$ cat src/rtl/vdp_color_pkg.sv
// vdp color output stage, shared types
// display mode encoding, color vectors and the structs that carry
// dots and pixels between the resolver, the dot fifo and the rgb stage
`default_nettype none

package vdp_color_pkg;

    // screen modes kept by this stage
    typedef enum logic [1:0] {
        MODE_TEXT       = 2'd0,
        MODE_GRAPHIC123 = 2'd1,
        MODE_GRAPHIC46  = 2'd2,
        MODE_GRAPHIC7   = 2'd3
    } display_mode_t;

    // 16-color palette index
    typedef logic [3:0] pal_idx_t;

    // graphic-7 direct color, ggg_rrr_bb
    typedef logic [7:0] grb8_t;

    // palette entry, rrr_ggg_bbb
    typedef logic [8:0] pal_entry_t;

    // one 6-bit video channel
    typedef logic [5:0] chan6_t;

    // dot as it arrives from the pattern and sprite engines
    typedef struct packed {
        grb8_t    pattern_code;  // g4567 code, low nibble for other modes
        pal_idx_t sprite_code;
        logic     sprite_on;
        logic     window;        // inside the active display area
    } dot_in_t;

    // resolved dot, either a palette lookup or a direct color
    typedef struct packed {
        logic     is_direct;
        pal_idx_t pal_idx;
        grb8_t    direct;
    } dot_item_t;

    // final pixel
    typedef struct packed {
        chan6_t r;
        chan6_t g;
        chan6_t b;
    } rgb_t;

endpackage

`default_nettype wire

$ cat src/rtl/vdp_color_out.sv
// vdp rgb output stage
// host-written 16-entry palette and conversion of each resolved dot
// to 6-bit red, green and blue, with a valid/ready output register
`timescale 1ns/100ps
`default_nettype none

module vdp_color_out import vdp_color_pkg::*; (
    input  wire logic       CLK21M,
    input  wire logic       RESET,
    input  wire logic       pal_we,
    input  wire pal_idx_t   pal_addr,
    input  wire pal_entry_t pal_data,
    input  wire logic       head_valid,
    input  wire dot_item_t  head_item,
    output logic            pop,
    output logic            pix_valid,
    output rgb_t            pix_rgb,
    input  wire logic       pix_ready
);

    typedef enum logic {
        OUT_EMPTY = 1'b0,
        OUT_FULL  = 1'b1
    } out_state_t;

    out_state_t state;
    out_state_t state_nxt;
    pal_entry_t pal_regs [16];
    pal_entry_t pal_rd;
    logic       out_free;
    rgb_t       rgb_nxt;

    // palette registers, host write port
    always_ff @(posedge CLK21M or posedge RESET) begin
        if (RESET) begin
            for (int i = 0; i < 16; i++) begin
                pal_regs[i] <= '0;
            end
        end else if (pal_we) begin
            pal_regs[pal_addr] <= pal_data;
        end
    end

    assign pal_rd = pal_regs[head_item.pal_idx];

    // expand to 6 bits, low three bits stay zero
    always_comb begin
        if (head_item.is_direct) begin
            // blue has only two bits, msb repeated
            rgb_nxt.r = {head_item.direct[4:2], 3'b000};
            rgb_nxt.g = {head_item.direct[7:5], 3'b000};
            rgb_nxt.b = {head_item.direct[1:0], head_item.direct[1], 3'b000};
        end else begin
            rgb_nxt.r = {pal_rd[8:6], 3'b000};
            rgb_nxt.g = {pal_rd[5:3], 3'b000};
            rgb_nxt.b = {pal_rd[2:0], 3'b000};
        end
    end

    // output register free when empty or draining this cycle
    assign pix_valid = (state == OUT_FULL);
    assign out_free  = ~pix_valid | pix_ready;
    assign pop       = head_valid & out_free;

    always_comb begin
        state_nxt = state;
        case (state)
            OUT_EMPTY: begin
                if (pop) begin
                    state_nxt = OUT_FULL;
                end
            end
            OUT_FULL: begin
                // refill on the same edge as the handoff
                if (pix_ready && !pop) begin
                    state_nxt = OUT_EMPTY;
                end
            end
            default: state_nxt = OUT_EMPTY;
        endcase
    end

    always_ff @(posedge CLK21M or posedge RESET) begin
        if (RESET) begin
            state <= OUT_EMPTY;
        end else begin
            state <= state_nxt;
        end
    end

    // pixel holds while stalled, loads only on pop
    always_ff @(posedge CLK21M) begin
        if (pop) begin
            pix_rgb <= rgb_nxt;
        end
    end

endmodule

`default_nettype wire

$ cat src/rtl/vdp_color_top.sv
// vdp color output stage, top level
// dot resolver, credit-controlled dot fifo and palette/rgb stage
`timescale 1ns/100ps
`default_nettype none

module vdp_color_top import vdp_color_pkg::*; #(
    parameter int FIFO_DEPTH = 4
) (
    input  wire logic          CLK21M,
    input  wire logic          RESET,
    // static registers
    input  wire display_mode_t mode,
    input  wire logic          reg_disp_on,
    input  wire logic          reg_col0_on,
    input  wire grb8_t         reg_frame_col,
    // host palette write
    input  wire logic          pal_we,
    input  wire pal_idx_t      pal_addr,
    input  wire pal_entry_t    pal_data,
    // dot input
    input  wire logic          dot_valid,
    output logic               dot_ready,
    input  wire dot_in_t       dot,
    // pixel output
    output logic               pix_valid,
    output rgb_t               pix_rgb,
    input  wire logic          pix_ready
);

    logic      push;
    dot_item_t push_item;
    logic      credit_ret;
    logic      head_valid;
    dot_item_t head_item;
    logic      pop;

    vdp_dot_resolve #(
        .FIFO_DEPTH (FIFO_DEPTH)
    ) u_resolve (
        .CLK21M        (CLK21M),
        .RESET         (RESET),
        .mode          (mode),
        .reg_disp_on   (reg_disp_on),
        .reg_col0_on   (reg_col0_on),
        .reg_frame_col (reg_frame_col),
        .dot_valid     (dot_valid),
        .dot_ready     (dot_ready),
        .dot           (dot),
        .credit_ret    (credit_ret),
        .push          (push),
        .push_item     (push_item)
    );

    vdp_dot_fifo #(
        .FIFO_DEPTH (FIFO_DEPTH)
    ) u_fifo (
        .CLK21M     (CLK21M),
        .RESET      (RESET),
        .push       (push),
        .push_item  (push_item),
        .pop        (pop),
        .head_valid (head_valid),
        .head_item  (head_item),
        .credit_ret (credit_ret)
    );

    vdp_color_out u_color_out (
        .CLK21M     (CLK21M),
        .RESET      (RESET),
        .pal_we     (pal_we),
        .pal_addr   (pal_addr),
        .pal_data   (pal_data),
        .head_valid (head_valid),
        .head_item  (head_item),
        .pop        (pop),
        .pix_valid  (pix_valid),
        .pix_rgb    (pix_rgb),
        .pix_ready  (pix_ready)
    );

endmodule

`default_nettype wire

$ cat src/rtl/vdp_dot_fifo.sv
// vdp resolved dot fifo
// circular buffer between resolver and rgb stage, returns a credit
// to the resolver one cycle after each pop
`timescale 1ns/100ps
`default_nettype none

module vdp_dot_fifo import vdp_color_pkg::*; #(
    parameter int FIFO_DEPTH = 4
) (
    input  wire logic      CLK21M,
    input  wire logic      RESET,
    input  wire logic      push,
    input  wire dot_item_t push_item,
    input  wire logic      pop,
    output logic           head_valid,
    output dot_item_t      head_item,
    output logic           credit_ret
);

    localparam int PTR_W = (FIFO_DEPTH > 1) ? $clog2(FIFO_DEPTH) : 1;
    localparam int CNT_W = $clog2(FIFO_DEPTH + 1);

    dot_item_t        mem [FIFO_DEPTH];
    logic [PTR_W-1:0] wr_ptr;
    logic [PTR_W-1:0] rd_ptr;
    logic [CNT_W-1:0] count;

    // consumer pops only a valid head
    assign head_valid = (count != '0);
    assign head_item  = mem[rd_ptr];

    // storage, credits keep push away from a full buffer
    always_ff @(posedge CLK21M) begin
        if (push) begin
            mem[wr_ptr] <= push_item;
        end
    end

    // pointers wrap at depth, works for any depth
    always_ff @(posedge CLK21M or posedge RESET) begin
        if (RESET) begin
            wr_ptr     <= '0;
            rd_ptr     <= '0;
            count      <= '0;
            credit_ret <= 1'b0;
        end else begin
            if (push) begin
                wr_ptr <= (wr_ptr == PTR_W'(FIFO_DEPTH - 1)) ? '0 : wr_ptr + 1'b1;
            end
            if (pop) begin
                rd_ptr <= (rd_ptr == PTR_W'(FIFO_DEPTH - 1)) ? '0 : rd_ptr + 1'b1;
            end
            case ({push, pop})
                2'b10:   count <= count + 1'b1;
                2'b01:   count <= count - 1'b1;
                default: count <= count;
            endcase
            // one credit back per popped entry
            credit_ret <= pop;
        end
    end

endmodule

`default_nettype wire

$ cat src/rtl/vdp_dot_resolve.sv
// vdp dot resolver
// picks foreground, sprite, border or transparent color for each dot
// and sends the result to the dot fifo, spending one credit per dot
`timescale 1ns/100ps
`default_nettype none

module vdp_dot_resolve import vdp_color_pkg::*; #(
    parameter int FIFO_DEPTH = 4
) (
    input  wire logic          CLK21M,
    input  wire logic          RESET,
    input  wire display_mode_t mode,
    input  wire logic          reg_disp_on,
    input  wire logic          reg_col0_on,
    input  wire grb8_t         reg_frame_col,
    input  wire logic          dot_valid,
    output logic               dot_ready,
    input  wire dot_in_t       dot,
    input  wire logic          credit_ret,
    output logic               push,
    output dot_item_t          push_item
);

    localparam int CRD_W = $clog2(FIFO_DEPTH + 1);

    logic [CRD_W-1:0] credits;
    logic             accept;
    logic             show_back;
    pal_idx_t         fore_color;
    grb8_t            spr_grb;
    dot_item_t        resolved;

    // a free fifo slot exists for every credit held
    assign dot_ready = (credits != '0);
    assign accept    = dot_valid & dot_ready;

    // border when outside the window or with the screen blanked
    assign show_back = ~dot.window | ~reg_disp_on;

    // sprites never show in text modes
    assign fore_color = (dot.sprite_on && mode != MODE_TEXT) ?
                        dot.sprite_code : dot.pattern_code[3:0];

    // graphic-7 sprite table
    always_comb begin
        logic [2:0] lvl3;
        logic [1:0] lvl2;
        lvl3 = dot.sprite_code[3] ? 3'b111 : 3'b011;
        lvl2 = dot.sprite_code[3] ? 2'b11 : 2'b01;
        if (dot.sprite_code == 4'd0) begin
            spr_grb = 8'h00;
        end else if (dot.sprite_code == 4'd8) begin
            // odd one out, orange-ish
            spr_grb = {3'b100, 3'b111, 2'b01};
        end else begin
            spr_grb = {dot.sprite_code[2] ? lvl3 : 3'b000,
                       dot.sprite_code[1] ? lvl3 : 3'b000,
                       dot.sprite_code[0] ? lvl2 : 2'b00};
        end
    end

    always_comb begin
        resolved = '0;
        if (mode == MODE_GRAPHIC7) begin
            // direct color path
            resolved.is_direct = 1'b1;
            if (show_back) begin
                resolved.direct = reg_frame_col;
            end else if (dot.sprite_on) begin
                resolved.direct = spr_grb;
            end else begin
                resolved.direct = dot.pattern_code;
            end
        end else begin
            // palette path, color 0 is see-through unless col0 is set
            resolved.is_direct = 1'b0;
            if (show_back || (fore_color == 4'd0 && !reg_col0_on)) begin
                resolved.pal_idx = reg_frame_col[3:0];
            end else begin
                resolved.pal_idx = fore_color;
            end
        end
    end

    // credit counter, spend and return can coincide
    always_ff @(posedge CLK21M or posedge RESET) begin
        if (RESET) begin
            credits <= CRD_W'(FIFO_DEPTH);
        end else begin
            case ({accept, credit_ret})
                2'b10:   credits <= credits - 1'b1;
                2'b01:   credits <= credits + 1'b1;
                default: credits <= credits;
            endcase
        end
    end

    // push strobe one cycle after accept
    always_ff @(posedge CLK21M or posedge RESET) begin
        if (RESET) begin
            push <= 1'b0;
        end else begin
            push <= accept;
        end
    end

    // payload register
    always_ff @(posedge CLK21M) begin
        if (accept) begin
            push_item <= resolved;
        end
    end

endmodule

`default_nettype wire

$ cat config.mk
export PLATFORM = sky130hd
export DESIGN_NAME = vdp_color_top
export DESIGN_NICKNAME = d
export VERILOG_FILES = /design/src/rtl/vdp_color_pkg.sv /design/src/rtl/vdp_color_out.sv /design/src/rtl/vdp_color_top.sv /design/src/rtl/vdp_dot_fifo.sv /design/src/rtl/vdp_dot_resolve.sv
export SDC_FILE = /design/constraint.sdc
export NUM_CORES = 1
export LEC_CHECK = 0
export BUFFER_PORTS_ARGS = -buffer_cell sky130_fd_sc_hd__clkbuf_2
export CORE_ASPECT_RATIO = 2
export CORE_MARGIN = 3
export CORE_UTILIZATION = 30
export CTS_CLUSTER_SIZE = 25
export DETAILED_ROUTE_END_ITERATION = 10
export GPL_ROUTABILITY_DRIVEN = 0
export PLACE_DENSITY = 0.5
export SYNTH_ARGS = -nofsm -noshare
export SYNTH_HDL_FRONTEND = slang
export SYNTH_SLANG_ARGS = --single-unit
$ cat constraint.sdc
create_clock -name CLK21M -period 5.2 [get_ports CLK21M]
set_input_delay 0.52 -clock CLK21M [delete_from_list [all_inputs] [get_ports CLK21M]]
set_output_delay 0.52 -clock CLK21M [all_outputs]
set_load 0.05 [all_outputs]
---- Word-level counts from Yosys, hierarchy flattened ----
Memory sizes are Yosys's and may differ from the RTL's.
Cells that the tools add are included.
word-level totals
  bits in registers ....................... 188
  bits in writable memories ............... 52
  output and inout bits ................... 20
  memories ................................ 1
memory list
  name        depth  width  read ports  clocked after memory_dff  write ports  RTL line            RTL
  u_fifo.mem  4      13     1           0                         1            vdp_dot_fifo.sv:23  dot_item_t mem [FIFO_DEPTH];
operators by class
  add/sub/neg operators ................... 6
  order comparisons ....................... 3
  equal/unequal tests ..................... 8
  multiplexer cells ....................... 28
  bitwise gates (word level) .............. 9
  reductions and logical operators ........ 14
operators with widths
  kind                                                                          count
  144-bit bitwise mux                                                           1
  9-bit binary-select mux with 4-bit select                                     1
  9-bit demux with 4-bit select                                                 1
  8-bit 2-to-1 mux                                                              4
  9-bit 2-to-1 mux                                                              3
  18-bit 2-to-1 mux                                                             1
  3-bit one-hot mux with 2 select lines                                         2
  2-bit equality test, second input constant                                    5
  5-bit greater-or-equal comparator, second input constant                      2
  4-bit NOT with 5-bit output                                                   2
  3-bit 2-to-1 mux                                                              3
  4-bit zero test                                                               2
  2-bit 2-to-1 mux                                                              4
  4-bit 2-to-1 mux                                                              2
  3-bit by 1-bit adder with 3-bit output, second input constant                 2
  2-bit nonzero test                                                            3
  3-bit nonzero test                                                            2
  3-bit by 1-bit subtractor with 3-bit output, second input constant            2
  5-bit by 1-bit less-than comparator with 1-bit output, second input constant  1
  1-bit 2-to-1 mux                                                              5
  2-bit by 1-bit adder with 2-bit output, second input constant                 2
  2-bit by 1-bit equality test with 1-bit output, second input constant         2
  4-bit equality test, second input constant                                    1
  1-bit logical AND                                                             4
  6 further kinds                                                               11

---- Logic depth before layout (Yosys ltp) ----
  word-level depth ........................ 7
  gate-level depth with buffers ........... 9

---- Cells and area by module ----
A second synthesis with hierarchy kept.
second synthesis, totals
  cells, all modules ...................... 640
  area total of the unflattened synthesis .. 10451.3 sq um
modules (own cells, without submodules)
  module           instances  cells each  area each (sq um)
  vdp_color_out    1          438         7108.1
  vdp_dot_fifo     1          107         2346.0
  vdp_dot_resolve  1          95          997.2

---- Least setup slack after synthesis ----
OpenSTA, ideal clock, no wires.
  path type ............................... reg2reg
  from .................................... register u_color_out.state, in the netlist u_color_out.pix_valid
  to ...................................... register u_fifo.count[1]
  arrival time ............................ 2.289 ns
  data required time ...................... 5.075 ns
  setup slack ............................. 2.786 ns
  stages on the path, launching flop included .. 5
  clock period less this slack ............ 2.414 ns
  path through ............................ dfrtp_1 -> a21oi_1 -> ha_1 -> fa_1 -> mux2_2
between the ends
  word-level cells in the longest chain between the ends .. 5
  elaborated cells on any way between the ends .. 7
  those cells by class .................... 2 x eq/ne; 1 x mux; 3 x bitwise; 1 x reduce/logical
RTL lines
  element                                                                                RTL line             RTL
  start: declaration                                                                     vdp_color_out.sv:26  out_state_t state;
  start signal: assignment                                                               vdp_color_out.sv:87  state <= state_nxt;
  1-bit NOT *                                                                            vdp_color_out.sv:62  assign out_free = ~pix_valid | pix_ready;
  1-bit OR *                                                                             vdp_color_out.sv:62
  1-bit AND *                                                                            vdp_color_out.sv:63  assign pop = head_valid & out_free;
  via pop                                                                                vdp_color_top.sv:35  logic pop;
  2-bit by 1-bit equality test with 1-bit output or 2-bit equality test (tied branches)  vdp_dot_fifo.sv:53   case ({push, pop})
  3-bit one-hot mux with 2 select lines or 2-bit nonzero test (tied branches)            n/a
  end signal: assignment                                                                 vdp_dot_fifo.sv:54   2'b10: count <= count + 1'b1;
  end signal: assignment                                                                 vdp_dot_fifo.sv:55   2'b01: count <= count - 1'b1;
  end signal: assignment                                                                 vdp_dot_fifo.sv:56   default: count <= count;
  end: declaration                                                                       vdp_dot_fifo.sv:26   logic [CNT_W-1:0] count;
Mark *: on every way through the listed nets, which the timed path passes. The rest lies on a longest branch.
A chain may end at the register's enable or synchronous reset.

==> impl_metrics.tcl <==
set metrics [dict create \
    drive_gt1_frac 0.365 \
    max-vdd-ir-drop_mv 0.197 \
    status "complete, no violations" \
    grt_pass1_vias 6453 \
    async_reset_ff_frac 0.680 \
    antenna_found_initial 2 \
    synth_edf_count 74 \
    critPathTopFamily "simple AND/OR/NAND/NOR gates" \
    post-synth-top-count-cell "mux2_2" \
    switching_share 0.340 \
    clkTransAtPathRegs_ns 0.07 \
    period_needed_ns 2.97 \
    combPwrFrac 0.348 \
    vias 5926 \
    p_int_mw 4.20 \
    powerDensity_nw_per_um2 537 \
    cts_tree "yes" \
    synth-seq-cells 231 \
    dp_hpwl_um 17000 \
    routed_wl_um 24300 \
    crit_path_max_incr_delay_ns 0.73 \
    grt_first_pass_wirelength_um 38100 \
    cts_buffer_depth 3 \
    synth_area_um2 10400 \
    criticalPathCategory "flop to flop" \
    setup_violations 0 \
    final_max_slew_viol_count 0 \
    worstPathRequired_ns 5.45 \
    p_clk_frac 0.240 \
    drc 0 \
    root_buffer "clkbuf_16" \
    max_cap_viol_count 0 \
    hold_class "input port to async pin" \
    nNetsFinal 825 \
    routedWlPerCell_um 19.8 \
    max_freq_mhz 336 \
    cp-start-kind "flop" \
    cp_common_cell "buf_4" \
    diodes 0 \
    cp.arrival_ns 3.22 \
    slowest_stage "mux4_2" \
    core_area_um2 34400 \
    chipWidth_um 138 \
    crit_buf_inv 2 \
    fin_util 0.345 \
    grt_overflow_total 0 \
    cts_max_level 1 \
    dieHeight_um 270 \
    yosysTopAreaCellShare 0.374 \
    p_leak_nw 4.92 \
    firstDrtPassIters 4 \
    cts.sink_count 231 \
    area_growth_pct 13.3 \
    finalSetupTns_ns 0 \
    die_area_um2 37200 \
    row_count 96 \
    grt_max_degree 158 \
    viasPerCell 4.83 \
    clk_latency_ns 0.51 \
    post-place-ws_ns 2.16 \
    tightestPinTransition_ns 1.14 \
    cts_resized 0 \
    ys_types 46 \
    numCtsBuffers 21 \
    hold_viol_final 0 \
    fillers 3440 \
    synth_common_cells "mux2_2, dfrtp_1, edfxtp_1, mux2i_1, nand2_1" \
    ys_seq_area_frac 0.589 \
    finalCritPeriodShare 0.572 \
    drt_iter0_markers 196 \
    grt_use_total 0.133 \
    ys_top_cells_by_area "dfrtp_1, edfxtp_1, mux2_2, mux2i_1, mux4_2" \
    ant_nets 0 \
    share_seq_of_total_power 0.412 \
    endpoint_kind "flop" \
    cts_setup_buffers 0 \
    worst-path-max-fanout 20 \
    start_util 0.304 \
    path_cells "buf_4 > mux4_2 > buf_4 > nor2b_1 > a22oi_1 > nand4_1 > nand3_1" \
    synth_area_leader_cell "dfrtp_1" \
    p_sw_mw 2.16 \
    hold_buffers 0 \
    relSlewSlack 0.236 \
    yosys_warnings 0 \
    syn_avg_cell_area_um2 14.5 \
    clock_skew_ns 0.0120 \
    fin_ws_ns 2.23 \
    syn_inst 720 \
    synthFlopType "dfrtp_1" \
    rsz0062_at_grt "no" \
    portBuffers 54 \
    ios 64 \
]
[worst reg2reg max path, stage by stage (launching register included)]
cell and delay [ns]:
dfrtp_1 0.36, buf_4 0.23, mux4_2 0.74, buf_4 0.42, nor2b_1 0.59, a22oi_1 0.19, nand4_1 0.13, nand3_1 0.07
[final timing paths]
path / slack [ns] / cells after the start / end / start
min in group CLK21M: 0.20 / 2 / u_color_out.pix_valid / pix_ready
setup reg to reg: 2.23 / 7 / u_color_out.pix_rgb[11] / u_fifo.rd_ptr[0]
hold reg to reg: 0.49 / 1 / u_fifo.count[2] / u_fifo.count[2]
hold / removal: 0.18 / 3 / u_color_out.pal_regs[3] / RESET
setup / recovery: 2.23 / 7 / u_color_out.pix_rgb[11] / u_fifo.rd_ptr[0]
max in group asynchronous: 4.24 / 3 / u_color_out.pal_regs[15] / RESET
[flip-flops by register name, summed over array words and instances, names as in the netlist]
name	cells
u_fifo.rd_ptr	2
u_fifo.credit_ret	1
u_fifo.wr_ptr	2
u_color_out.pix_rgb	9
u_fifo.mem	52
u_resolve.credits	3
u_resolve.push_item	13
u_resolve.push	1
u_color_out.pal_regs	144
u_color_out.pix_valid	1
u_fifo.count	3
[kinds of logic after synthesis]
family                     synth area share
adders and majority gates            0.0122
AOI/OAI and AO/OA                    0.0363
and+or+nand+nor                      0.0557
buffers and inverters                0.0272
other                              0.000359
muxes                                 0.274
xor gates and xnor gates            0.00503
DFF                                   0.589
[stage by stage]
stage / hold WS [ns] / total power, mW / instance area, µm² / cells
6_report: 0.181 / 6.36 / 11800 / 1227
5_1_grt: 0.207 / 6.75 / 11800 / 1227
4_1_cts: 0.173 / 6.47 / 11800 / 1227
3_5_place_dp: 0.483 / 4.92 / 11200 / 1190
3_3_place_gp: 0.463 / 4.89 / 11200 / 1190
2_1_floorplan: 0.443 / 4.34 / 10500 / 728
[per-layer routing]
layer | vias to the layer above | wire length, µm | GRT usage
met2 | 85 | 14300 | 0.260
met1 | 3052 | 8650 | 0.142
met3 | 36 | 697 | 0.0179
li1 | 2749 | - | -
met4 | 4 | 587 | 0.0427
met5 | - | 32 | 0
[power by group through the flow]
stage	sequential (mW)	combinational (mW)	clock [mW]
floorplan	2.72	1.62	0
global placement	2.65	2.24	0
detailed placement	2.66	2.26	0
CTS	2.63	2.26	1.58
global route	2.67	2.43	1.64
finish	2.62	2.21	1.53
[cells in the final DEF, fill, tap and decap left out, types with 4 or more instances in the layout]
cell / synthesis / layout
or3_1: 6 / 6
nand2_1: 35 / 35
and2_1: 5 / 5
mux2i_1: 66 / 66
mux4_2: 17 / 17
a22oi_1: 15 / 15
mux2_2: 162 / 162
inv_1: 9 / 8
clkbuf_2: 0 / 55
nand3_1: 16 / 16
edfxtp_1: 74 / 74
buf_4: 11 / 13
nor2_1: 22 / 22
clkbuf_16: 0 / 21
dfrtp_1: 156 / 156
conb_1: 1 / 9
nand3b_1: 4 / 4
ha_1: 7 / 7
o21ai_0: 8 / 8
a21oi_1: 11 / 10
clkinv_2: 0 / 7
o211ai_1: 13 / 13
nand4_1: 9 / 9
[layout make-up]
class / instances / area (µm²) / area share
clock buffer: 28 / 583 / 0.0493
multi-input combinational: 440 / 4050 / 0.342
inverter: 10 / 42.5 / 0.00359
clock inverter: 9 / 71.3 / 0.00603
timing repair buffer: 68 / 388 / 0.0328
tap: 441 / 552 / 0.0466
sequential: 231 / 6150 / 0.520
No activity file was read; power rests on OpenSTA's default activity.
